[src/rt_defines.svh]
// widths and constants for the ray-triangle intersection unit
// coordinate, depth, ray id and color widths
// background color and ray-to-we latency

`ifndef RT_DEFINES_SVH
`define RT_DEFINES_SVH

// signed fixed-point screen coordinate
`define RT_COORD_W 12

// unsigned depth, also used for ray t_max
`define RT_DEPTH_W 16

`define RT_RAYID_W 8 // one pixel entry per ray id

// 8 bits per channel, rgb
`define RT_COLOR_W 24

// background for rays that hit nothing
`define RT_COLOR_MISS 24'h112233

// ray_ack rise to we rise, no back-pressure
`define RT_PIPE_LAT 4

`endif

[src/geom_pkg.sv]
// geometry types: coordinates, vertices, triangles, rays
// and the four-phase port state enum

`default_nettype none

`include "rt_defines.svh"

package geom_pkg;

  typedef logic signed [`RT_COORD_W-1:0] coord_t;
  typedef logic [`RT_DEPTH_W-1:0] depth_t;
  typedef logic [`RT_RAYID_W-1:0] ray_id_t;

  typedef struct packed {
    coord_t x;
    coord_t y;
  } vertex_t; // 24 bits

  typedef struct packed {
    vertex_t                 v0;
    vertex_t                 v1;
    vertex_t                 v2;
    depth_t                  depth; // flat, one depth per triangle
    logic [`RT_COLOR_W-1:0]  color;
  } triangle_t; // 112 bits

  // ray cast along z through (px, py)
  typedef struct packed {
    coord_t  px;
    coord_t  py;
    depth_t  t_max;
    ray_id_t id;
  } ray_t; // 48 bits

  // req/ack port states
  typedef enum logic [1:0] {
    IDLE,
    ACK,
    WAIT_DROP
  } load_state_t;

endpackage

`default_nettype wire

[src/pixel_pkg.sv]
// output side types: color, pixel buffer entry
// and the hit source enum

`default_nettype none

`include "rt_defines.svh"

package pixel_pkg;

  import geom_pkg::*;

  typedef logic [`RT_COLOR_W-1:0] color_t;

  typedef struct packed {
    color_t  color;  // upper 24 bits
    ray_id_t ray_id; // lower 8 bits
  } pixel_entry_t;

  // which triangle colors the pixel
  typedef enum logic [1:0] {
    MISS,
    TRI0,
    TRI1
  } hit_src_t;

endpackage

`default_nettype wire

[src/hit_select.sv]
// nearest-hit choice between the two triangles
// color lookup and the registered pixel entry, stage 4

`default_nettype none

`include "rt_defines.svh"

module hit_select
  import geom_pkg::*;
  import pixel_pkg::*;
(
  input  logic         clk,
  input  logic         rst,
  input  logic         stall,
  input  logic         in_valid,
  input  ray_id_t      in_ray_id,
  input  logic         hit0,
  input  logic         hit1,
  input  depth_t       depth0,
  input  depth_t       depth1,
  input  color_t       tri0_color,
  input  color_t       tri1_color,
  output logic         out_valid,
  output pixel_entry_t out_entry
);

  hit_src_t src;
  color_t   color_sel;

  always_comb begin
    if (hit0 && hit1) src = (depth1 < depth0) ? TRI1 : TRI0; // tie -> tri 0
    else if (hit0)    src = TRI0;
    else if (hit1)    src = TRI1;
    else              src = MISS;
  end

  always_comb begin
    unique case (src)
      TRI0:    color_sel = tri0_color;
      TRI1:    color_sel = tri1_color;
      default: color_sel = `RT_COLOR_MISS; // background
    endcase
  end

  always_ff @(posedge clk) begin
    if (rst)         out_valid <= 1'b0;
    else if (!stall) out_valid <= in_valid;
  end

  always_ff @(posedge clk) begin
    if (!stall) begin
      out_entry.color  <= color_sel;
      out_entry.ray_id <= in_ray_id; // id rides along
    end
  end

endmodule

`default_nettype wire

[config.mk]
export PLATFORM = sky130hd
export DESIGN_NAME = hit_select
export DESIGN_NICKNAME = d
export VERILOG_FILES = /design/src/geom_pkg.sv /design/src/pixel_pkg.sv /design/src/hit_select.sv
export VERILOG_INCLUDE_DIRS = /design/src /design/src/src
export SDC_FILE = /design/constraint.sdc
export NUM_CORES = 1
export LEC_CHECK = 0
export BUFFER_PORTS_ARGS = -buffer_cell sky130_fd_sc_hd__buf_2
export CORE_MARGIN = 3
export CORE_UTILIZATION = 44
export DETAILED_ROUTE_END_ITERATION = 12
export GPL_TIMING_DRIVEN = 0
export HOLD_SLACK_MARGIN = 0.1
export PLACE_DENSITY = 0.94
export SKIP_LAST_GASP = 1
export SLEW_MARGIN = 0
export SYNTH_ARGS = -nofsm -noshare
export SYNTH_HDL_FRONTEND = slang
export SYNTH_SLANG_ARGS = --single-unit
[constraint.sdc]
create_clock -name clk -period 8.2 [get_ports clk]
set_input_delay 1.64 -clock clk [delete_from_list [all_inputs] [get_ports clk]]
set_output_delay 1.64 -clock clk [all_outputs]
set_load 0.05 [all_outputs]
Yosys cells after proc, flatten, opt, wreduce, memory -nomap -nowiden
Cells that the tools add are included.
{ "word_totals": {"word_cells": 12, "input_bits": 94, "regBits": 33, "output_inout_bits": 33} }
{ "op_classes": {"n_reduce_logical": 1, "n_eq_ne": 2, "n_lt_le_gt_ge": 1, "muxes": 5} }
{ "op_table": {"columns": ["op", "count"], "rows": [
  ["one-hot mux 24 bit (2 select lines)", 1],
  ["less-than comparator 16 bit", 1],
  ["2-to-1 mux 2 bit", 4],
  ["equality test 2 x 1 -> 1 bit, second input constant", 1],
  ["equality test 2 bit, second input constant", 1],
  ["logical AND 1 bit", 1]
]} }

Logic depth before layout (Yosys ltp)
{ "logic_depth": {"depth_word": 5, "mapped_depth": 8, "depth_no_buf": 7} }

Worst setup path before layout
No wires, ideal clock.
{ "synth_path": {"path_kind": "in2reg", "start": "input port depth0[11]", "end": "register out_entry[15] in the netlist's numbering, data pin", "path_buffers": 1, "setup_time_ps": 256, "cell_stages": 8, "slack_ps": 4494, "arrival_time_ps": 3450, "t_required_ps": 7944, "cell_sequence": "inv_1 -> ha_1 -> a21oi_1 -> o21ai_1 -> a2111o_1 -> o31a_4 -> buf_6 -> a22o_1"} }
{ "synth_between": {"elab_chain_len": 5, "word_cells_on_any_way": 6, "classes_between": "order compare (1); eq/ne (2); mux (3)"} }
{ "synth_lines": {"columns": ["item", "line", "text"], "rows": [
  ["start, declared", "hit_select.sv:19", "input depth_t depth0,"],
  ["less-than comparator 16 bit (*)", "hit_select.sv:31", "if (hit0 && hit1) src = (depth1 < depth0) ? TRI1 : TRI0;"],
  ["2-to-1 mux 2 bit (*) (2 in series)", "hit_select.sv:31", null],
  ["equality test 2 bit / equality test 2 x 1 -> 1 bit (equally long branches)", "hit_select.sv:38", "unique case (src)"],
  ["one-hot mux 24 bit (2 select lines) (*)", "hit_select.sv:38", null],
  ["named net color_sel[7]", "hit_select.sv:28", "color_t color_sel;"],
  ["end, declared", "hit_select.sv:24", "output pixel_entry_t out_entry"]
]} }
The timed path passes the listed nets; every way through them passes the cells marked *.
A chain may end at the register's enable or synchronous reset.

Worst setup path after layout
{ "layout_path": {"start": "input port depth0[9]", "end": "register out_entry[30] in the netlist's numbering, data pin"} }
The elaborated chain is that of the path after synthesis.

==> flow_metrics.tcl <==
set metrics [dict create \
    root_buffer "clkbuf_8" \
    grt_setup_unrepaired "false" \
    drv_cap 0 \
    cts_buffers 5 \
    r2r_cells 2 \
    diodes 0 \
    die_h_um 69.8 \
    path_cells "buf_2 -> inv_1 -> ha_1 -> a21oi_1 -> o21ai_1 -> a2111o_1 -> o31a_4 -> buf_6 -> a22o_1" \
    dieArea_mm2 0.00487 \
    grt_remaining_overflow 0 \
    layoutNonFillerInstCount 319 \
    grt_pass1_wl_um 7020 \
    fin_crit_ns 3.68 \
    crit_fanout 10 \
    hold_violations 0 \
    critPathCaptureType "flop" \
    met3WireLength_um 315 \
    hold_ws_ns 0.519 \
    synth_nets 246 \
    rows 22 \
    cp_slowest_stage_delay_ns 0.58 \
    post-cts-setup-buffers 0 \
    vias_per_cell 5.12 \
    initial_core_util 0.471 \
    htreeDepth 2 \
    wl_per_cell_um 13.9 \
    arrival_ns 3.71 \
    detail-route-antenna-nets 0 \
    core-area_mm2 0.00380 \
    nFillCells 305 \
    drc_errors 0 \
    final-setup-viol-count 0 \
    max_freq_mhz 271 \
    synth-seq-area-share 0.548 \
    cp.required_ns 8.23 \
    globalplace.congestion 0.850 \
    top_layer_used "met4" \
    placed_cells 311 \
    grt_max_degree 33 \
    status "completed" \
    yosys_warnings 0 \
    cp-start-kind "input pin" \
    cts_hold_buf 0 \
    path_class "in -> reg" \
    met1_length_um 1580 \
    clockBufferDepth 2 \
    grt_usage 0.178 \
    period_share 0.449 \
    hold_path_class "reg -> reg" \
    fin_setup_tns_ns 0 \
    port_buffers 126 \
    pin_count 127 \
    relSlewSlack 0.248 \
    die_w_um 69.8 \
    wl_met2_um 2480 \
    cts_resized 0 \
    syn-instance-count 137 \
    synthToLayoutAreaGrowth_pct 43.4 \
    nets 379 \
    dr.pass1.iters 4 \
    clk_pin_slew_worst_paths_ns 0.07 \
    antenna_found_initial 0 \
    grt_pass1_vias 1635 \
    powerDensity_mw_per_mm2 179 \
    synth_cell_type_count 29 \
    routed_wl_um 4450 \
    cts_tree "built" \
    hold_depth 2 \
    worst_pin_slew_ns 1.13 \
    clkLatencyLatePin_ns 0.27 \
    power.leakage_nw 1.28 \
    slew_viol_final 0 \
    drt-initial-drc-count 88 \
    vias 1634 \
    synthesis.area_mm2 0.00179 \
    ys_seq_elements 33 \
    drive_gt1_frac 0.524 \
    yosysTopAreaCellShare 0.537 \
    ys_top_cells_by_area "edfxtp_1 (54%), ha_1 (10%), a22o_1 (7.8%)" \
    synth_top_area_cell "edfxtp_1" \
    crit_slowest_cell "a2111o_1" \
    synth.avg_cell_area_um2 13.1 \
    cts.sinks 33 \
    ir_drop_mv 0.107 \
    worst_clock_skew_ns 0 \
    dp_hpwl_um 3720 \
]
==> through the flow <==
step,util,total power [mW],worst slack (ns),area [um2]
floorplan,-,0.305,4.49,1790
global placement,0.653,0.345,4.29,2480
detailed placement,0.653,0.350,4.24,2480
CTS,0.676,0.464,4.53,2570
global route,0.676,0.482,4.42,2570
finish,0.676,0.460,4.52,2570
==> worst paths after layout <==
check / slack [ns] / startpoint / end
worst max-delay path: 4.52 / depth0[9] / out_entry[30]
worst min-delay path: 0.52 / out_valid / out_valid
worst max register to register: 7.61 / out_valid / out_valid
worst min register to register: 0.52 / out_valid / out_valid
==> logic make-up (layout without fill, tap and decap cells) <==
| family | Yosys count | count (layout) | synth area share |
|---|---|---|---|
| DFF | 33 | 33 | 0.548 |
| buffers and inverters | 30 | 164 | 0.0734 |
| adders and majority gates | 15 | 15 | 0.105 |
| muxes | 1 | 1 | 0.00559 |
| AOI/OAI and AO/OA | 43 | 43 | 0.215 |
| and+or+nand+nor | 15 | 15 | 0.0524 |
==> cells in the mapped netlist <==
cell        n
edfxtp_1   32
inv_1      25
a22o_1     16
ha_1       15
o211ai_1    9
o311ai_0    8
nand2_1     4
a21oi_1     3
nor2_1      3
and4_1      2
buf_6       2
a2111o_1    1
a2111oi_2   1
a21o_1      1
a221oi_1    1
and3_1      1
buf_1       1
buf_4       1
clkbuf_1    1
dfxtp_1     1
mux2i_1     1
nand2b_1    1
nand3_1     1
nor3_1      1
nor4_4      1
o21ai_1     1
o31a_4      1
o32ai_4     1
or2_2       1
==> sequential cells by signal, summed over array words and instances (netlist names) <==
register,flops
out_entry,32
out_valid,1
==> routing by layer <==
| metal | up-vias | track usage |
|---|---|---|
| met4 | 0 | 0.0553 |
| met5 | - | 0 |
| met3 | 8 | 0.0435 |
| met2 | 70 | 0.339 |
| met1 | 756 | 0.191 |
| li1 | 800 | - |
==> cell usage in the layout, fill, tap and decap left out <==
master      instances
o32ai_4             1
mux2i_1             1
o211ai_1            9
nand2b_1            1
clkbuf_1            1
nor4_4              1
buf_2             126
ha_1               15
nand2_1             4
o31a_4              1
a21oi_1             3
buf_6               2
clkinv_2            2
inv_1              25
a221oi_1            1
and4_1              2
nand3_1             1
buf_1               1
clkbuf_8            5
edfxtp_1           32
a21o_1              1
and3_1              1
o311ai_0            8
nor2_1              3
or2_2               1
o21ai_1             1
dfxtp_1             1
a2111o_1            1
clkinvlp_4          1
nor3_1              1
a22o_1             16
a2111oi_2           1
buf_4               1
==> layout make-up <==
type	count	area, um2	share of cell area
sequential	33	981	0.382
multi-input combinational	74	677	0.264
timing repair buffer	126	631	0.246
buffer	5	37.5	0.0146
tap	48	60.1	0.0234
clock buffer	5	68.8	0.0268
inverter	25	93.8	0.0366
clock inverter	3	17.5	0.00683
==> power by group <==
part | internal (mW) | switching (mW) | total, mW
Combinational | 0.0459 | 0.0917 | 0.138
Clock | 0.0584 | 0.0557 | 0.114
Sequential | 0.204 | 0.00373 | 0.208
==> critical path: cells and delay by family <==
kind | cells | cell delay (ns)
compound gates | 5 | 1.50
fa+ha+maj | 1 | 0.30
buf+inv | 3 | 0.27
Note: power is estimated with default switching activity, not from simulation.
