===== src/rt_defines.svh =====
// widths and constants for the ray-triangle intersection unit
// coordinate, depth, ray id and color widths
// background color and ray-to-we latency

`ifndef RT_DEFINES_SVH
`define RT_DEFINES_SVH

// signed fixed-point screen coordinate
`define RT_COORD_W 12

// unsigned depth, also used for ray t_max
`define RT_DEPTH_W 16

`define RT_RAYID_W 8 // one pixel entry per ray id

// 8 bits per channel, rgb
`define RT_COLOR_W 24

// background for rays that hit nothing
`define RT_COLOR_MISS 24'h112233

// ray_ack rise to we rise, no back-pressure
`define RT_PIPE_LAT 4

`endif


===== src/geom_pkg.sv =====
// geometry types: coordinates, vertices, triangles, rays
// and the four-phase port state enum

`default_nettype none

`include "rt_defines.svh"

package geom_pkg;

  typedef logic signed [`RT_COORD_W-1:0] coord_t;
  typedef logic [`RT_DEPTH_W-1:0] depth_t;
  typedef logic [`RT_RAYID_W-1:0] ray_id_t;

  typedef struct packed {
    coord_t x;
    coord_t y;
  } vertex_t; // 24 bits

  typedef struct packed {
    vertex_t                 v0;
    vertex_t                 v1;
    vertex_t                 v2;
    depth_t                  depth; // flat, one depth per triangle
    logic [`RT_COLOR_W-1:0]  color;
  } triangle_t; // 112 bits

  // ray cast along z through (px, py)
  typedef struct packed {
    coord_t  px;
    coord_t  py;
    depth_t  t_max;
    ray_id_t id;
  } ray_t; // 48 bits

  // req/ack port states
  typedef enum logic [1:0] {
    IDLE,
    ACK,
    WAIT_DROP
  } load_state_t;

endpackage

`default_nettype wire


===== src/pixel_pkg.sv =====
// output side types: color, pixel buffer entry
// and the hit source enum

`default_nettype none

`include "rt_defines.svh"

package pixel_pkg;

  import geom_pkg::*;

  typedef logic [`RT_COLOR_W-1:0] color_t;

  typedef struct packed {
    color_t  color;  // upper 24 bits
    ray_id_t ray_id; // lower 8 bits
  } pixel_entry_t;

  // which triangle colors the pixel
  typedef enum logic [1:0] {
    MISS,
    TRI0,
    TRI1
  } hit_src_t;

endpackage

`default_nettype wire


===== src/pixel_writer.sv =====
// pixel buffer output register
// we/full back-pressure and the pipe-wide stall

`default_nettype none

module pixel_writer
  import pixel_pkg::*;
(
  input  logic         clk,
  input  logic         rst,
  input  logic         in_valid,
  input  pixel_entry_t in_entry,
  input  logic         full,
  output logic         we,
  output pixel_entry_t pixel_entry,
  output logic         stall
);

  // entry pending and buffer cannot take it
  assign stall = we && full;

  // we stays up until the entry is taken
  always_ff @(posedge clk) begin
    if (rst) begin
      we <= 1'b0;
    end else if (!stall) begin
      we <= in_valid; // next entry or idle
    end
  end

  always_ff @(posedge clk) begin
    if (!stall && in_valid) begin
      pixel_entry <= in_entry;
    end
  end

  // entry queued behind the held one waits unchanged upstream
  a_hold_on_full: assert property (@(posedge clk) disable iff (rst)
    stall && in_valid |=> in_valid && $stable(in_entry));

endmodule

`default_nettype wire


===== config.mk =====
export PLATFORM = sky130hd
export DESIGN_NAME = pixel_writer
export DESIGN_NICKNAME = d
export VERILOG_FILES = /design/src/geom_pkg.sv /design/src/pixel_pkg.sv /design/src/pixel_writer.sv
export VERILOG_INCLUDE_DIRS = /design/src /design/src/src
export SDC_FILE = /design/constraint.sdc
export NUM_CORES = 1
export LEC_CHECK = 0
export BUFFER_PORTS_ARGS = -buffer_cell sky130_fd_sc_hd__buf_2
export CAP_MARGIN = 20
export CORE_ASPECT_RATIO = 0.75
export CORE_MARGIN = 5
export CORE_UTILIZATION = 45
export CTS_BUF_LIST = sky130_fd_sc_hd__clkbuf_4 sky130_fd_sc_hd__clkbuf_8
export CTS_CLUSTER_DIAMETER = 50
export DETAILED_ROUTE_END_ITERATION = 10
export PLACE_DENSITY = 0.84
export SETUP_SLACK_MARGIN = 0.3
export SYNTH_ARGS = -nofsm -noshare
export SYNTH_HDL_FRONTEND = slang
export SYNTH_SLANG_ARGS = --single-unit

===== constraint.sdc =====
create_clock -name clk -period 4.5 [get_ports clk]
set_input_delay 0.225 -clock clk [delete_from_list [all_inputs] [get_ports clk]]
set_output_delay 0.225 -clock clk [all_outputs]
set_load 0.1 [all_outputs]

Word-level counts from Yosys, hierarchy flattened
Index checks and enable logic that the tools add are counted.

word-level totals
  register bits = 33
  output and inout bits = 34
  logic and storage cells = 6

cells by class
  reductions and logical operators = 3

operator list
  operator             number
  $logic_and A1 B1 Y1  2
  $logic_not A1 Y1     1

Longest topological paths before layout
Gate-level depths: netlist of run 1.

  depth after elaboration = 3
  depth in mapped cells = 2

Worst setup path before layout of run 1
Ideal clock, no wire load.

  kind = register to register
  from = reg we
  to = reg pixel_entry[0] (netlist bit) (enable)
  library setup time = 0.395 ns
  arrival time = 1.955 ns
  data required time = 4.105 ns
  setup slack = 2.149 ns
  stages on the path, launching flop included = 3
  path buffers = 0
  cell sequence = dfxtp_1 > and2_4 > nor2b_2

between the ends
  longest elaborated chain between the ends = 3

ends and longest elaborated chain
  what                      line                RTL
  start: declaration        pixel_writer.sv:14  output logic we,
  start signal: assignment  pixel_writer.sv:27  we <= in_valid;
  $logic_and A1 B1 Y1       pixel_writer.sv:20  assign stall = we && full;
  via stall                 pixel_writer.sv:16  output logic stall
  $logic_not A1 Y1          pixel_writer.sv:32  if (!stall && in_valid) begin
  $logic_and A1 B1 Y1       pixel_writer.sv:32
  end signal: assignment    pixel_writer.sv:33  pixel_entry <= in_entry;
  end: declaration          pixel_writer.sv:15  output pixel_entry_t pixel_entry,

The timed path passes the listed nets, and every way through them passes these cells.
A chain may end at the register's enable or synchronous reset.

Worst setup path after layout of run 1
  from = reg we
  to = reg pixel_entry[27] (netlist bit) (enable)

between the ends
  longest elaborated chain between the ends = 3

ends and longest elaborated chain
  what                 line
  $logic_and A1 B1 Y1  pixel_writer.sv:20
  $logic_not A1 Y1     pixel_writer.sv:32
  $logic_and A1 B1 Y1  pixel_writer.sv:32

Every way passes these cells.

==> results.sh, run 1 <==
export IMPL_outcome="finished clean"
export IMPL_yosysWarnings=0
export IMPL_setup_violations=0
export IMPL_power_switching_uw=235
export IMPL_worstSetupStartpointType="register"
export IMPL_synth_seq_cells=33
export IMPL_routedWlPerCell_um=14.2
export IMPL_skew_ns=0.00149
export IMPL_firstDrtPassIters=4
export IMPL_async_flop_share_pct=0
export IMPL_tns_ns=0
export IMPL_post_route_period_util_pct=36.5
export IMPL_post_place_cells=131
export IMPL_clkSinkCount=33
export IMPL_worst_pin_slew_ns=0.611
export IMPL_cp_arrival_ns=1.66
export IMPL_synth_simple_gate_area_share_pct=2.11
export IMPL_clockRootBuffer="clkbuf_4"
export IMPL_port_buffers=69
export IMPL_synthTopCellsByArea="edfxtp_1, dfxtp_1, and2_4"
export IMPL_period_minus_slack_ns=1.64
export IMPL_ys_flop_type="edfxtp_1"
export IMPL_placed_cell_area_um2=1390
export IMPL_max_slew_margin_pct=59.1
export IMPL_yosys_area_top_type="edfxtp_1"
export IMPL_finalHoldViolCount=0
export IMPL_areaGrowthSynthToFinish_pct=44.0
export IMPL_synth_cell_area_um2=1010
export IMPL_grtUsageTotal_pct=13.0
export IMPL_die_w_um=64.6
export IMPL_grt_pass1_vias=681
export IMPL_muxShareOfSynthArea_pct=0
export IMPL_drtIter0Drc=7
export IMPL_cts_buffers=5
export IMPL_cpPeakStageDelay_ns=0.49
export IMPL_synth_compound_gate_area_share_pct=0.497
export IMPL_post_route_util_pct=70.2
export IMPL_antenna_cells=0
export IMPL_power_density_nw_per_um2=481
export IMPL_die_h_um=51.0
export IMPL_synth_seq_area_share_pct=97.4
export IMPL_irDropWorstVdd_mv=0.284
export IMPL_p_comb_share_pct=24.3
export IMPL_clockBufferDepth=2
export IMPL_yosysTopAreaCellShare_pct=95.4
export IMPL_core_um2=2070
export IMPL_synth_edff_count=32
export IMPL_dieArea_um2=3290
export IMPL_overflow=0
export IMPL_place_gp_congestion=0.652
export IMPL_cts_tree="done"
export IMPL_synth_top_family_by_area="simple AND/OR/NAND/NOR gates"
export IMPL_internal_power_uw=462
export IMPL_grt_pass1_wl_um=2990
export IMPL_cts_htree_levels=2
export IMPL_clkLatencyLatePin_ns=0.32
export IMPL_hp_class="input port to register"
export IMPL_start_util_pct=48.7
export IMPL_maxCapViolCount=0
export IMPL_slew_viol_final=0
export IMPL_synth_adder_area_share_pct=0
export IMPL_swShare_pct=33.7
export IMPL_drcViolationCount=0
export IMPL_instances_no_fill=139
export IMPL_synthDistinctLibCells=6
export IMPL_p_leak_uw=0.000645
export IMPL_vias=634
export IMPL_cts_resized=0
export IMPL_grt_antenna_before_repair=0
export IMPL_synthCells=37
export IMPL_hold_buffers=0
export IMPL_p_seq_share_pct=51.9
export IMPL_worst_ep_required_time_ns=4.51
export IMPL_synth_xor_area_share_pct=0
export IMPL_synth_area_per_cell_um2=27.2
export IMPL_drive_above_1_share_pct=69.6
export IMPL_crit_type="register to register"
export IMPL_fmax_mhz=608
export IMPL_holdWs_ns=0.0522
export IMPL_via_per_inst=4.56
export IMPL_synth_most_common_cell="edfxtp_1"
export IMPL_io_pins=70
export IMPL_ant_nets=0
export IMPL_fin_nets=150
export IMPL_fin_area_um2=1450
export IMPL_worstPathMaxFanout=19
export IMPL_slowest_stage="nor2b_2"
export IMPL_postRouteWirelength_um=1970
export IMPL_power_frac_clock_pct=23.8
export IMPL_rows=14
export IMPL_path_clk_slew_ns=0.09
export IMPL_end_kind="register"
export IMPL_post_cts_buffers=0
export IMPL_syn_num_nets=73
export IMPL_grt_max_degree=20
export IMPL_grt_setup_unrepaired="false"
export IMPL_crit_chain="and2_4 > nor2b_2 > buf_4"
[routing by layer]
| layer | wire [um] | vias to the layer above | GRT usage, % |
|---|---|---|---|
| li1 | - | 302 | - |
| met2 | 853 | 58 | 20.2 |
| met4 | 34 | 0 | 9.47 |
| met1 | 694 | 270 | 11.9 |
| met5 | 0 | - | 0 |
| met3 | 390 | 4 | 9.65 |
[path summary, 6_finish.rpt]
kind                                                  end            start  slack [ns]  cells after the start
worst min register to register            we$_SDFFE_PP0N_  we$_SDFFE_PP0N_        0.52                      2
worst max register to register  pixel_entry[27]$_DFFE_PP_  we$_SDFFE_PP0N_        2.86                      3
worst min-delay path                      we$_SDFFE_PP0N_              rst        0.05                      2
worst max-delay path            pixel_entry[27]$_DFFE_PP_  we$_SDFFE_PP0N_        2.86                      3
[per-stage QoR]
stage / power [uW] / worst slack [ns]
floorplan: 506 / 2.15
detailed placement: 539 / 2.80
CTS: 705 / 2.82
global placement: 537 / 2.82
finish: 697 / 2.86
global route: 726 / 2.73
[worst max-delay path: cells and delay by family, from the launching register on]
kind / cells / cell delay [ns]
buf+inv: 1 / 0.37
flops: 1 / 0.33
simple gates: 2 / 0.63
[registers in the layout, summed over array words and instances (netlist names)]
register,count
pixel_entry,32
we,1
[final cells by class]
cell class	instances	area [um^2]
Fill cell	138	617
Multi-Input combinational cell	4	26.3
Clock buffer	8	60.1
Tap cell	24	30.0
Timing Repair Buffer	70	353
Sequential cell	33	981
[layout by cell type (no fill, tap or decap)]
| cell | instances |
|---|---|
| a21oi_1 | 1 |
| and2_4 | 1 |
| buf_2 | 69 |
| buf_4 | 1 |
| clkbuf_4 | 8 |
| dfxtp_1 | 1 |
| edfxtp_1 | 32 |
| nor2_1 | 1 |
| nor2b_2 | 1 |
[cell families (layout without fill, tap and decap cells)]
logic type | after synthesis | count (layout)
buf+inv | 0 | 78
flops | 33 | 33
compound gates | 1 | 1
simple gates | 3 | 3
[power groups by stage]
stage	clock, uW	combinational [uW]	sequential [uW]
final	166	169	362
after global routing	188	174	364
after CTS	172	170	362
after detailed placement	0	170	369
after global placement	0	169	368
after floorplan	0	9.97	496
(Power assumes the default switching activity.)
==> inputs of run 2 (changes only) <==
--- a/config.mk
+++ b/config.mk
@@ -6,15 +6,16 @@
 export SDC_FILE = /design/constraint.sdc
 export NUM_CORES = 1
 export LEC_CHECK = 0
+export ABC_AREA = 1
 export BUFFER_PORTS_ARGS = -buffer_cell sky130_fd_sc_hd__buf_2
 export CAP_MARGIN = 20
 export CORE_ASPECT_RATIO = 0.75
 export CORE_MARGIN = 5
-export CORE_UTILIZATION = 45
+export CORE_UTILIZATION = 41
 export CTS_BUF_LIST = sky130_fd_sc_hd__clkbuf_4 sky130_fd_sc_hd__clkbuf_8
 export CTS_CLUSTER_DIAMETER = 50
 export DETAILED_ROUTE_END_ITERATION = 10
-export PLACE_DENSITY = 0.84
+export PLACE_DENSITY = 0.78
 export SETUP_SLACK_MARGIN = 0.3
 export SYNTH_ARGS = -nofsm -noshare
 export SYNTH_HDL_FRONTEND = slang
==> constraint.sdc (replaced) <==
create_clock -name clk -period 1.53 [get_ports clk]
set_input_delay 0.0765 -clock clk [delete_from_list [all_inputs] [get_ports clk]]
set_output_delay 0.0765 -clock clk [all_outputs]
set_load 0.1 [all_outputs]
==> results.sh, run 2 <==
export IMPL_grt_pass1_vias=856
export IMPL_synth_most_common_cell="edfxtp_1"
export IMPL_io_pins=70
export IMPL_cpPeakStageDelay_ns=0.42
export IMPL_worstSetupStartpointType="register"
export IMPL_postRouteWirelength_um=2640
export IMPL_fin_ws_ns=0.358
export IMPL_irDropWorstVdd_mv=0.767
export IMPL_drive_above_1_share_pct=56.0
export IMPL_yosysWarnings=0
export IMPL_outcome="finished clean"
export IMPL_fmax_mhz=853
export IMPL_grt_setup_unrepaired="false"
export IMPL_hp_class="input port to register"
export IMPL_multiInputGateArea_um2=31.3
export IMPL_grt_antenna_before_repair=0
export IMPL_vias=796
export IMPL_maxCapViolCount=0
export IMPL_tns_ns=0
export IMPL_cp_arrival_ns=1.10
export IMPL_pre_cts_ws_ns=0.413
export IMPL_synthDistinctLibCells=7
export IMPL_post_route_period_util_pct=76.6
export IMPL_r2r_cells=4
export IMPL_cp_num_buf_inv=1
export IMPL_period_minus_slack_ns=1.17
export IMPL_grtUsageTotal_pct=16.1
export IMPL_top_regs="pixel_entry (32), we (1)"
export IMPL_placed_cell_area_um2=1430
export IMPL_async_flop_share_pct=0
export IMPL_path_clk_slew_ns=0.09
export IMPL_regMostFlops="pixel_entry"
export IMPL_end_kind="primary output"
export IMPL_clkLatencyLatePin_ns=0.32
export IMPL_grt_pass1_wl_um=3880
export IMPL_slew_viol_final=0
export IMPL_final_common_cell="buf_2"
export IMPL_synth_area_per_cell_um2=26.6
export IMPL_areaGrowthSynthToFinish_pct=81.2
export IMPL_drcViolationCount=0
export IMPL_clockBufferDepth=2
export IMPL_finalHoldViolCount=0
export IMPL_fin_nets=185
export IMPL_ant_nets=0
export IMPL_start_util_pct=43.4
export IMPL_seqCellArea_um2=985
export IMPL_yosys_area_top_type="edfxtp_1"
export IMPL_skew_ns=0.00724
export IMPL_layout_common_cells="buf_2, dlygate4sd3_1, edfxtp_1"
export IMPL_synth_seq_area_share_pct=97.1
export IMPL_die_h_um=53.0
export IMPL_core_um2=2330
export IMPL_synthCells=38
export IMPL_via_per_inst=4.33
export IMPL_clkSinkCount=33
export IMPL_max_slew_margin_pct=67.0
export IMPL_final_fill_count=151
export IMPL_largest_register_ffs=32
export IMPL_worst_ep_required_time_ns=1.45
export IMPL_p_leak_uw=0.000803
export IMPL_worstPathMaxFanout=1
export IMPL_drtIter0Drc=27
export IMPL_grt_max_degree=19
export IMPL_ys_flop_type="edfxtp_1"
export IMPL_hold_depth=3
export IMPL_die_w_um=67.3
export IMPL_dp_hpwl_um=1580
export IMPL_slowest_stage="buf_2"
export IMPL_worst_pin_slew_ns=0.499
export IMPL_synthTopCellsByArea="edfxtp_1, dfxtp_1, a21oi_2"
export IMPL_holdWs_ns=0.0596
export IMPL_rows=15
export IMPL_fin_area_um2=1830
export IMPL_synth_cell_area_um2=1010
export IMPL_crit_type="register to primary output"
export IMPL_crit_chain="buf_2"
export IMPL_synth_seq_cells=33
export IMPL_overflow=0
export IMPL_syn_num_nets=74
export IMPL_firstDrtPassIters=4
export IMPL_cts_tree="done"
export IMPL_post_cts_buffers=0
export IMPL_path_depth=1
export IMPL_port_buffers=69
export IMPL_place_gp_congestion=0.710
export IMPL_dieArea_um2=3570
export IMPL_yosysTopAreaCellShare_pct=95.2
export IMPL_clockRootBuffer="clkbuf_4"
export IMPL_antenna_cells=0
export IMPL_critPathTopFamily="buffers and inverters"
export IMPL_cts_buffers=5
export IMPL_setup_violations=0
export IMPL_cts_htree_levels=2
export IMPL_synth_edff_count=32
export IMPL_power_density_nw_per_um2=1150
export IMPL_routedWlPerCell_um=14.3
## run 2: cell types whose count changed after synthesis, sizes merged
| cell | before | now |
|---|---|---|
| inv | 0 | 2 |
| and2 | 1 | 0 |
| nand2 | 0 | 1 |
| nor2b | 1 | 0 |
## run 2: cells by family after synthesis
family | count (synthesis) | synth area share [%]
AO/OA/AOI/OAI | 1 | 0.868
AND/OR/NAND/NOR | 2 | 1.24
flip-flops | 33 | 97.1
buffers and inverters | 2 | 0.743
## run 2: worst paths after layout
check,from,slack [ns],to
max,pixel_entry[4]$_DFFE_PP_,0.36,pixel_entry[4]
min,full,0.06,we$_SDFFE_PP0N_
max reg2reg,we$_SDFFE_PP0N_,0.39,pixel_entry[19]$_DFFE_PP_
min reg2reg,we$_SDFFE_PP0N_,0.54,we$_SDFFE_PP0N_
## run 2: worst reg2reg max path, cell delays in order (launching register included)
cell and delay, ns:
dfxtp_4 0.36, nand2_4 0.09, inv_8 0.03, nor2_4 0.09, buf_4 0.25
## run 2: repair_timing
item                                    in CTS  in global routing
endpoints found under the setup margin       1                  3
hold buffers                                33                  0
resized for setup                            1                  3
hold endpoints to repair                    33                  0
## run 2: per-layer routing
layer / share of wire [%] / vias up / track usage [%]
li1: - / 371 / -
met1: 36 / 358 / 15.3
met3: 15 / 7 / 8.92
met2: 47 / 60 / 27.6
met5: 0 / - / 0
met4: 2.2 / 0 / 9.09
## run 2: through the flow
step	util [%]	instances	total power [uW]
CTS	78.3	184	2120
finish	78.6	184	2100
global placement	61.6	143	1590
global route	78.6	184	2190
floorplan	-	38	1490
detailed placement	61.6	143	1590
## run 2: cell type report
cell class                 instances  share of cell area [%]
multi-input combinational          3                    1.71
clock buffer                       6                    2.46
timing repair buffer             104                    38.3
sequential                        33                    53.8
clock inverter                     2                   0.547
inverter                           2                   0.821
tap                               34                    2.33
## run 2: power by group
part           switching, uW  leakage [uW]  internal [uW]
registers               13.6      0.000318           1050
clock network            265     0.0000354            192
logic                    448      0.000449            130
