File: config.mk
export PLATFORM = sky130hd
export DESIGN_NAME = tri_store
export DESIGN_NICKNAME = d
export VERILOG_FILES = /design/src/geom_pkg.sv /design/src/tri_store.sv
export VERILOG_INCLUDE_DIRS = /design/src /design/src/src
export SDC_FILE = /design/constraint.sdc
export NUM_CORES = 1
export LEC_CHECK = 0
export BUFFER_PORTS_ARGS = -buffer_cell sky130_fd_sc_hd__buf_2
export CAP_MARGIN = 5
export CORE_MARGIN = 1.5
export CORE_UTILIZATION = 45
export CTS_CLUSTER_DIAMETER = 50
export DETAILED_ROUTE_END_ITERATION = 7
export PLACE_DENSITY = 0.74
export REMOVE_ABC_BUFFERS = 1
export SKIP_LAST_GASP = 1
export SLEW_MARGIN = 10
export SYNTH_ARGS = -nofsm -noshare
export SYNTH_HDL_FRONTEND = slang
export SYNTH_SLANG_ARGS = --single-unit
File: constraint.sdc
create_clock -name clk -period 3.7 [get_ports clk]
set_clock_uncertainty 0.2 [all_clocks]
set_input_delay 0.37 -clock clk [delete_from_list [all_inputs] [get_ports clk]]
set_output_delay 0.37 -clock clk [all_outputs]
set_load 0.02 [all_outputs]
File: src/rt_defines.svh
// widths and constants for the ray-triangle intersection unit
// coordinate, depth, ray id and color widths
// background color and ray-to-we latency

`ifndef RT_DEFINES_SVH
`define RT_DEFINES_SVH

// signed fixed-point screen coordinate
`define RT_COORD_W 12

// unsigned depth, also used for ray t_max
`define RT_DEPTH_W 16

`define RT_RAYID_W 8 // one pixel entry per ray id

// 8 bits per channel, rgb
`define RT_COLOR_W 24

// background for rays that hit nothing
`define RT_COLOR_MISS 24'h112233

// ray_ack rise to we rise, no back-pressure
`define RT_PIPE_LAT 4

`endif

File: src/geom_pkg.sv
// geometry types: coordinates, vertices, triangles, rays
// and the four-phase port state enum

`default_nettype none

`include "rt_defines.svh"

package geom_pkg;

  typedef logic signed [`RT_COORD_W-1:0] coord_t;
  typedef logic [`RT_DEPTH_W-1:0] depth_t;
  typedef logic [`RT_RAYID_W-1:0] ray_id_t;

  typedef struct packed {
    coord_t x;
    coord_t y;
  } vertex_t; // 24 bits

  typedef struct packed {
    vertex_t                 v0;
    vertex_t                 v1;
    vertex_t                 v2;
    depth_t                  depth; // flat, one depth per triangle
    logic [`RT_COLOR_W-1:0]  color;
  } triangle_t; // 112 bits

  // ray cast along z through (px, py)
  typedef struct packed {
    coord_t  px;
    coord_t  py;
    depth_t  t_max;
    ray_id_t id;
  } ray_t; // 48 bits

  // req/ack port states
  typedef enum logic [1:0] {
    IDLE,
    ACK,
    WAIT_DROP
  } load_state_t;

endpackage

`default_nettype wire

File: src/tri_store.sv
// two-slot triangle register file
// loaded over a four-phase req/ack port, one triangle per handshake

`default_nettype none

module tri_store
  import geom_pkg::*;
(
  input  logic      clk,
  input  logic      rst,
  input  logic      tri_req,
  input  logic      tri_slot,
  input  triangle_t tri_data,
  output logic      tri_ack,
  output triangle_t tri_0,
  output triangle_t tri_1
);

  load_state_t state;
  logic        load;

  assign load    = (state == IDLE) && tri_req; // write on first req cycle
  assign tri_ack = (state != IDLE);

  always_ff @(posedge clk) begin
    if (rst) begin
      state <= IDLE;
    end else begin
      unique case (state)
        IDLE:      if (tri_req) state <= ACK;
        ACK:       state <= WAIT_DROP; // ack held at least one cycle
        WAIT_DROP: if (!tri_req) state <= IDLE; // ack falls next edge
        default:   state <= IDLE;
      endcase
    end
  end

  // slot registers
  always_ff @(posedge clk) begin
    if (rst) begin
      tri_0 <= '0;
      tri_1 <= '0;
    end else if (load) begin
      if (tri_slot) tri_1 <= tri_data;
      else          tri_0 <= tri_data;
    end
  end

  // requester keeps data steady until it sees ack
  a_data_stable: assert property (@(posedge clk) disable iff (rst)
    tri_req && !tri_ack |=> $stable(tri_data));

endmodule

`default_nettype wire

Yosys cells after proc, flatten, opt, wreduce, memory -nomap -nowiden
Cells that the tools add are included.
Widths: inputs -> output; s select.

word-level totals
  register bits after elaboration = 226
  bits of input ports = 116
  output and inout bits = 225

operators by class
  eq/ne operators = 4
  mux-type cells = 3
  bitwise logic cells = 1
  reductions and logical operators = 6

operator list
  kind                number
  $pmux 2 s3          1
  $reduce_and 2->1    3
  $mux 2              2
  $ne 2x2->1 const B  2
  $eq 2x1->1 const B  1
  $eq 2x2->1 const B  1
  $logic_not 2->1     1
  $reduce_bool 2->1   1
  $logic_and 1x1->1   1
  $not 1->1           1

Logic depth before layout (Yosys ltp)
Gate-level depths: netlist of the first run.

  depth after elaboration = 3
  gate-level depth with buffers = 4
  mapped depth without buffers = 2

Worst setup path after synthesis of the first run
Ideal clock, no wire load.

  path kind = register to register
  start point = reg state[0]
  end point = reg tri_0[101] in the netlist's numbering
  library setup time = 0.120 ns
  arrival time = 1.150 ns
  path slack = 2.231 ns
  cell stages (with the launch flop) = 4
  buffers on the path = 1
  clock period less this slack = 1.469 ns
  cells stage by stage = dfxtp_1 -> or4b_4 -> buf_6 -> mux2i_1

on the way
  cells in the longest elaborated chain, start to end = 3

RTL lines
  what                        line             text
  start, declared             tri_store.sv:19  load_state_t state;
  start signal, assigned      tri_store.sv:27  state <= IDLE;
  start signal, assigned      tri_store.sv:30  IDLE: if (tri_req) state <= ACK;
  start signal, assigned      tri_store.sv:31  ACK: state <= WAIT_DROP;
  $logic_not 2->1             tri_store.sv:22  assign load = (state == IDLE) && tri_req;
  $logic_and 1x1->1           tri_store.sv:22
  $reduce_and 2->1 (no line)  --
  end signal, assigned        tri_store.sv:45  else tri_0 <= tri_data;
  end, declared               tri_store.sv:15  output triangle_t tri_0,

No other way between the ends.
A chain may end at the register's enable or synchronous reset.

Worst setup path after layout of the first run
  start point = in tri_req
  end point = reg tri_0[93] in the netlist's numbering

on the way
  cells in the longest elaborated chain, start to end = 2

RTL lines
  what                        line             text
  start, declared             tri_store.sv:11  input logic tri_req,
  $logic_and 1x1->1           tri_store.sv:22
  $reduce_and 2->1 (no line)  --

No other way between the ends.

==> results.md, run 1 <==
- Sinks on Clock Net: 226
- CTS clk-pin slew, worst paths: 0.06 ns
- Worst slew margin: 44.7%
- Reg2Reg Launch Point: state[1]$_SDFFE_PP0P_
- Synth unique cells: 15
- R2R depth: 3
- Top-level I/O count: 341
- Setup Fix Bufs, Post-CTS: 0
- Max Root-Sink Buffers: 3
- Kind of start point of the critical path: input pin
- Core area: 20,200 um2
- Vias in the first global route: 7,548
- Root buffer cell: clkbuf_16
- Global-route usage over all layers: 21.1%
- Seq/Total Area, Yosys: 48.6%
- HPWL after detailed placement: 14.8 mm
- Run status: complete, no violations
- Vias/cell: 4.70
- RSZ-0062 raised after global routing: false
- Port Buffers: 340
- Synthesized area: 9300 um2
- FP Rows: 52
- TritonCTS Buffers: 29
- Die Width: 147 um
- Hold endpoint: tri_0[25]$_SDFFE_PP0P_
- Final setup vio count: 0
- Actual slew at the worst max-slew pin: 0.826 ns
- Maximum fanout along the worst path: 47
- Crit end category: register
- GP Congestion: 0.764
- Top cell type by total area after synthesis: dfxtp_1
- WL final: 23.7 mm
- Mapped Avg Cell Area: 10.9 um2
- Pins Over Slew Limit: 0
- Nets@finish: 1,406
- Top cell type's share of synthesized area: 48.6%
- WP data arrival: 2.46 ns
- Layout cells sized above 1: 30.9%
- DR iter-0 viols: 177
- Critical Path RT: 3.95 ns
- First-pass GRT wire length: 37.6 mm
- Chip Height: 147 um
- Power Dens Cells: 500 nW/um2
- Gate Count Post-Synth: 856
- Fmax: 453 MHz
- TritonRoute pass-1 iters: 4
- Pin count of the biggest net entering global routing: 145
- MaxCap Viol Count: 0
- HP Class: in2reg
- Reg2reg end: tri_1[31]$_SDFFE_PP0P_
- FF-to-FF setup slack: 1.59 ns
- Tcrit/Tclk final: 59.7%
- Layout Area Growth over Synthesis: 44.0%
- Worst Hold Depth: 3
- Crit path kind: in2reg
- Top cells by area, synth: dfxtp_1, mux2i_1, nand2b_1
- Via count: 7,443
- VDD IR max: 0.000377 V
- Ys Warns: 0
- Power Total: 6700 uW
- Initial core utilization: 46.0%
- Post-route setup TNS: 0 ns
- H-tree depth: 1
- Most frequent cells in the layout: buf_2, nand2b_1, dfxtp_1
- Tmin final: 2.21 ns
- Yosys reg bits: 226
- DIE AREA: 21,500 um2
- Commonest non-fill, non-tap cell in the layout: buf_2
- Routed WL per cell: 15.0 um
- Leakage power: 0.00652 uW
- CTS tree: yes
- Hold Violations, Final: 0
- Post-route ant nets: 0
- Remaining DRCs: 0
- Worst skew pair latency: 0.52 ns
- Initial antenna violation count: 0
- Hold path startpoint: tri_slot
- Diodes inserted: 0
- Grt ovf: 0
==> worst max-delay path, cell delays in order <==
cell and delay [ns]:
dlygate4sd3_1 0.52, buf_2 0.17, nor4b_4 0.70, buf_12 0.38, mux2i_1 0.24
==> worst max-delay path by stage <==
stage,start,end,slack [ns]
after detailed placement,tri_slot,tri_0[38]$_SDFFE_PP0P_,1.50
after floorplan,tri_req,tri_0[0]$_SDFFE_PP0P_,-5.43
final,tri_req,tri_0[93]$_SDFFE_PP0P_,1.49
after global placement,tri_slot,tri_0[60]$_SDFFE_PP0P_,1.52
after CTS,tri_req,tri_0[38]$_SDFFE_PP0P_,1.51
after global routing,tri_req,tri_0[38]$_SDFFE_PP0P_,1.39
==> report_power, final <==
part,switching (uW),internal [uW],leakage (uW)
registers,65.9,2560,0.00184
clock network,1090,2110,0.000544
logic,458,404,0.00413
total,1620,5080,0.00652
==> Yosys cell counts <==
cell / n
a21oi_1: 1
and4bb_2: 1
buf_2: 4
buf_4: 10
buf_6: 10
clkbuf_1: 37
dfxtp_1: 226
mux2i_1: 224
nand2b_1: 337
nand3b_1: 1
nand4bb_1: 1
nor3b_1: 1
nor4b_2: 1
or2_2: 1
or4b_4: 1
==> layout make-up <==
class,instances,area [um2]
fillers,1562,6840
flip-flops and latches,226,4520
multi-input cells,569,4450
repair buffers,464,2970
clock buffers,34,764
clock inverters,19,343
well taps,270,338
==> kinds of logic after synthesis <==
group                  count (synthesis)  share of synthesized area, %
DFF                                  226                          48.6
muxes                                224                          24.1
and+or+nand+nor                      344                          23.5
buffers and inverters                 61                          3.73
AOI/OAI and AO/OA                      1                        0.0538
==> sequential cells by signal, indices dropped and copies added, names as in the netlist <==
| register | flops |
|---|---|
| tri_0 | 112 |
| tri_1 | 112 |
| state | 2 |
==> timing repair <==
item / CTS / global route
hold buffers: 113 / 0
hold endpoints to repair: 226 / 0
resized for setup: 0 / 0
==> metrics by stage <==
stage	area [um2]	hold slack, ns	setup WS, ns	std cells	util (%)
after floorplan	8950	0.239	-5.43	795	-
after global placement	11200	0.254	1.52	1416	55.1
after detailed placement	11200	0.258	1.50	1416	55.1
after CTS	13400	0.0784	1.51	1582	66.2
after global routing	13400	0.118	1.39	1582	66.2
final	13400	0.108	1.49	1582	66.2
==> metal layers <==
metal | vias to the layer above | wire length [um] | track usage (%)
met5 | - | 0 | 0
met4 | 0 | 842 | 7.88
met3 | 56 | 1880 | 6.15
met2 | 280 | 11200 | 36.5
met1 | 3421 | 9830 | 24.5
li1 | 3686 | - | -
No activity file was read; power rests on OpenSTA's default activity.
==> run 2, diff against run 1 <==
Clock period 3.7 ns to 2.2 ns, I/O delays scaled along.
==> results.md, run 2 (synthesized netlist as in run 1, its figures left out) <==
- Run status: complete, no violations
- Via count: 7,361
- Top Registers: tri_0 x112, tri_1 x112, state x2
- Maximum fanout along the worst path: 56
- HP Class: in2reg
- Global-route usage over all layers: 21.1%
- WL final: 23.7 mm
- DR iter-0 viols: 169
- Final setup vio count: 0
- Leakage power: 0.00643 uW
- Placed cells: 1,414
- Kind of start point of the critical path: register
- Nets@finish: 1,404
- Tmin final: 1.87 ns
- Chip Height: 147 um
- Max Root-Sink Buffers: 3
- Worst Hold Slack: 0.0760 ns
- Pins Over Slew Limit: 0
- Core area: 20,200 um2
- Root buffer cell: clkbuf_16
- Crit path kind: reg2reg
- Most frequent cells in the layout: buf_2, nand2b_1, dfxtp_1
- Hold endpoint: tri_0[101]$_SDFFE_PP0P_
- Power Dens Cells: 780 nW/um2
- Worst Hold Depth: 3
- Diodes inserted: 0
- Crit end category: register
- Top-level I/O count: 341
- FP Rows: 52
- Worst slew margin: 71.5%
- Reg2Reg Launch Point: state[0]$_SDFFE_PP0P_
- Sinks on Clock Net: 226
- Core Util, Final: 65.4%
- Crit-path slowest cell: nor4b_4
- RSZ-0062 raised after global routing: false
- Routed WL per cell: 15.0 um
- Port Buffers: 340
- FF-to-FF setup slack: 0.33 ns
- Hold path startpoint: tri_slot
- TritonCTS Buffers: 28
- Initial antenna violation count: 0
- Vias/cell: 4.67
- TritonRoute pass-1 iters: 4
- Vias in the first global route: 7,644
- GP Congestion: 0.776
- R2R depth: 3
- Worst skew pair latency: 0.52 ns
- CTS clk-pin slew, worst paths: 0.06 ns
- Cts repair resizes: 0
- HPWL after detailed placement: 14.9 mm
- CP peak stage delay: 0.48 ns
- VDD IR max: 0.000497 V
- Tcrit/Tclk final: 84.9%
- Remaining DRCs: 0
- Worst-path cell chain: nor4b_4, buf_12, mux2i_1
- DIE AREA: 21,500 um2
- First-pass GRT wire length: 37.8 mm
- Commonest non-fill, non-tap cell in the layout: buf_2
- H-tree depth: 1
- WP data arrival: 2.10 ns
- Fmax: 536 MHz
- Post-route ant nets: 0
- Hold Violations, Final: 0
- Die Width: 147 um
- Initial core utilization: 46.0%
- Pin count of the biggest net entering global routing: 86
- Layout cells sized above 1: 30.5%
- Grt ovf: 0
- Reg2reg end: tri_0[92]$_SDFFE_PP0P_
- Layout Area Growth over Synthesis: 42.3%
- Fin cells: 1,576
- Critical Path RT: 2.44 ns
- MaxCap Viol Count: 0
- CTS tree: yes
- Actual slew at the worst max-slew pin: 0.426 ns
-- run 2: cell count changes in the layout (fill, tap and decap cells not counted) --
cell,previous run,this run
dlygate4sd3_1,113,114
clkbuf_8,2,6
clkbuf_1,3,4
buf_12,4,7
bufinv_16,9,1
inv_8,0,2
clkinv_2,4,3
clkinvlp_4,0,3
inv_6,4,0
buf_4,7,2
clkinv_4,2,0
-- run 2: timing repair --
item	in CTS	in global routing
hold endpoints to repair	226	0
buffers inserted	0	0
hold buffers	114	0
-- run 2: layout make-up --
| cell class | count | area [um2] |
|---|---|---|
| Clock buffer | 39 | 823 |
| Timing Repair Buffer | 463 | 3000 |
| Multi-Input combinational cell | 569 | 4450 |
| Fill cell | 1578 | 7000 |
| Clock inverter | 9 | 90.1 |
| Tap cell | 270 | 338 |
| Sequential cell | 226 | 4520 |
-- run 2: critical path: cells and delay by family, from the launching register on --
family                 cells  cell delay (ns)
buffers and inverters      1             0.40
multiplexers               1             0.27
AND/OR/NAND/NOR            1             0.48
flip-flops                 1             0.38
-- run 2: report_power, final --
group / internal [uW] / switching (uW) / leakage (uW) / total [uW]
clock network: 2720 / 1730 / 0.000444 / 4450
logic: 685 / 772 / 0.00414 / 1460
registers: 4310 / 110 / 0.00184 / 4420
total: 7720 / 2610 / 0.00643 / 10300
-- run 2: worst max path at each step --
stage | from | endpoint | slack [ns] | cells after the start
after floorplan | state[0]$_SDFFE_PP0P_ | tri_0[0]$_SDFFE_PP0P_ | -6.88 | 2
final | state[0]$_SDFFE_PP0P_ | tri_0[92]$_SDFFE_PP0P_ | 0.33 | 3
after global placement | state[0]$_SDFFE_PP0P_ | tri_0[41]$_SDFFE_PP0P_ | 0.42 | 3
after detailed placement | state[0]$_SDFFE_PP0P_ | tri_0[92]$_SDFFE_PP0P_ | 0.35 | 3
after global routing | state[0]$_SDFFE_PP0P_ | tri_0[92]$_SDFFE_PP0P_ | 0.26 | 3
after CTS | state[0]$_SDFFE_PP0P_ | tri_0[92]$_SDFFE_PP0P_ | 0.32 | 3
-- run 2: per-stage QoR --
stage	setup TNS, ns	setup WS [ns]	area, um2	total power [uW]
after floorplan	-1061.93	-6.88	8950	5400
after global placement	0	0.423	11200	5770
after detailed placement	0	0.353	11200	5790
after CTS	0	0.319	13200	10400
after global routing	0	0.256	13200	10700
final	0	0.333	13200	10300
-- run 2: metal layers --
| metal | wire, um | GRT usage [%] |
|---|---|---|
| met3 | 1730 | 5.59 |
| met2 | 11300 | 37.7 |
| met5 | 0 | 0 |
| met1 | 9860 | 24.3 |
| met4 | 775 | 7.63 |
==> run 3, diff against run 2 <==
Clock period 2.2 ns to 1.91 ns, I/O delays scaled along.
==> results.md, run 3 (synthesized netlist as in run 1, its figures left out) <==
- Run status: complete, no violations
- Via count: 7,415
- TritonCTS Buffers: 27
- Maximum fanout along the worst path: 7
- Switch share: 26.1%
- Die Width: 147 um
- Top Registers: tri_0 x112, tri_1 x112, state x2
- Pin count of the biggest net entering global routing: 101
- FP Rows: 52
- HPWL after detailed placement: 15.3 mm
- Crit path kind: reg2out
- MaxCap Viol Count: 0
- Worst slack at placement: 0.175 ns
- Sinks on Clock Net: 226
- Post-route ant nets: 0
- DR iter-0 viols: 169
- Critical Path RT: 1.52 ns
- DIE AREA: 21,500 um2
- Leakage power: 0.00646 uW
- H-tree depth: 1
- Remaining DRCs: 0
- Post-route setup TNS: 0 ns
- First-pass GRT wire length: 37.2 mm
- TritonRoute pass-1 iters: 5
- Switch Pwr: 3020 uW
- HP Class: in2reg
- Clk pwr share: 41.1%
- RSZ-0062 raised after global routing: false
- Fmax: 566 MHz
- Most frequent cells in the layout: buf_2, nand2b_1, dfxtp_1
- Layout Area Growth over Synthesis: 43.1%
- Pins Over Slew Limit: 0
- Crit path launch: state[0]$_SDFFE_PP0P_
- Max Root-Sink Buffers: 3
- Kind of start point of the critical path: register
- Tcrit/Tclk final: 92.5%
- Commonest non-fill, non-tap cell in the layout: buf_2
- Worst skew pair latency: 0.51 ns
- WL final: 23.4 mm
- Crit-path slowest cell: dfxtp_1
- WP data arrival: 1.38 ns
- Hold Violations, Final: 0
- Initial core utilization: 46.0%
- Global-route usage over all layers: 20.8%
- VDD IR max: 0.000694 V
- Power Internal: 8540 uW
- Grt ovf: 0
- Setup Fix Bufs, Post-CTS: 0
- Power Dens Cells: 869 nW/um2
- Top-level I/O count: 341
- Vias/cell: 4.67
- Nets@finish: 1,414
- Crit end category: primary output
- Reg2Reg Launch Point: state[0]$_SDFFE_PP0P_
- Root buffer cell: clkbuf_16
- Part of the power in registers: 44.0%
- Comb power frac: 14.8%
- Initial antenna violation count: 0
- Routed WL per cell: 14.7 um
- CTS clk-pin slew, worst paths: 0.06 ns
- CTS tree: yes
- GP Congestion: 0.772
- CP peak stage delay: 0.37 ns
- Port Buffers: 340
- Vias in the first global route: 7,455
- Final setup vio count: 0
- Tmin final: 1.77 ns
- Hold path startpoint: tri_slot
- Worst-path cell chain: or2_2, buf_2
- Worst slew margin: 68.7%
- CP top delay family: flip-flops
- Actual slew at the worst max-slew pin: 0.468 ns
- Final WS setup: 0.143 ns
- WP buf/inv: 1
- Post-CTS Hold Fix Bufs: 115
- Chip Height: 147 um
- Cts repair resizes: 0
- Core area: 20,200 um2
- Layout cells sized above 1: 30.8%
- Diodes inserted: 0
run 3: changes by cell type in the layout (fill, tap and decap cells not counted), sizes merged:
cell | previous run | this run
clkbuf | 39 | 38
clkinvlp | 3 | 4
buf | 349 | 359
inv | 2 | 3
dlygate4sd3 | 114 | 115
bufinv | 1 | 0
clkinv | 3 | 5
run 3: routing by layer:
layer	global-route usage [%]	part of all wire (%)	up-vias
met3	5.56	7.3	55
met2	35.9	48	250
met4	7.47	3.2	0
met1	24.8	42	3414
met5	0	0	-
li1	-	-	3696
run 3: layout make-up:
cell class / count / area, um2
Tap cell: 270 / 338
Clock inverter: 12 / 91.3
Sequential cell: 226 / 4520
Multi-Input combinational cell: 569 / 4450
Clock buffer: 38 / 747
Timing Repair Buffer: 474 / 3150
Fill cell: 1529 / 6930
run 3: through the flow:
| stage | hold slack [ns] | power, uW | util [%] | std cells | instance area, um2 |
|---|---|---|---|---|---|
| after floorplan | 0.0601 | 6220 | - | 795 | 8950 |
| after global placement | 0.255 | 6690 | 55.9 | 1424 | 11300 |
| after detailed placement | 0.257 | 6710 | 55.9 | 1424 | 11300 |
| after CTS | 0.0419 | 11600 | 65.8 | 1589 | 13300 |
| after global routing | 0.0674 | 12000 | 65.8 | 1589 | 13300 |
| final | 0.0429 | 11600 | 65.8 | 1589 | 13300 |
run 3: final timing paths:
path              slack, ns  cells after the start                endpoint
setup reg to reg       0.15                      3  tri_0[26]$_SDFFE_PP0P_
setup / recovery       0.14                      2                 tri_ack
hold reg to reg        0.27                      2  tri_0[10]$_SDFFE_PP0P_
hold / removal         0.04                      4  tri_0[79]$_SDFFE_PP0P_
run 3: worst register-to-register path: cells and delay by family (launching register included):
kind / cells / cell delay, ns
buffers and inverters: 1 / 0.36
DFF: 1 / 0.37
muxes: 1 / 0.36
and+or+nand+nor: 1 / 0.37
run 3: power groups by stage:
stage	clock (uW)	sequential [uW]	combinational [uW]
after floorplan	0	5490	733
after global placement	0	5180	1510
after detailed placement	0	5190	1520
after CTS	4850	5090	1710
after global routing	5080	5120	1830
final	4760	5090	1710
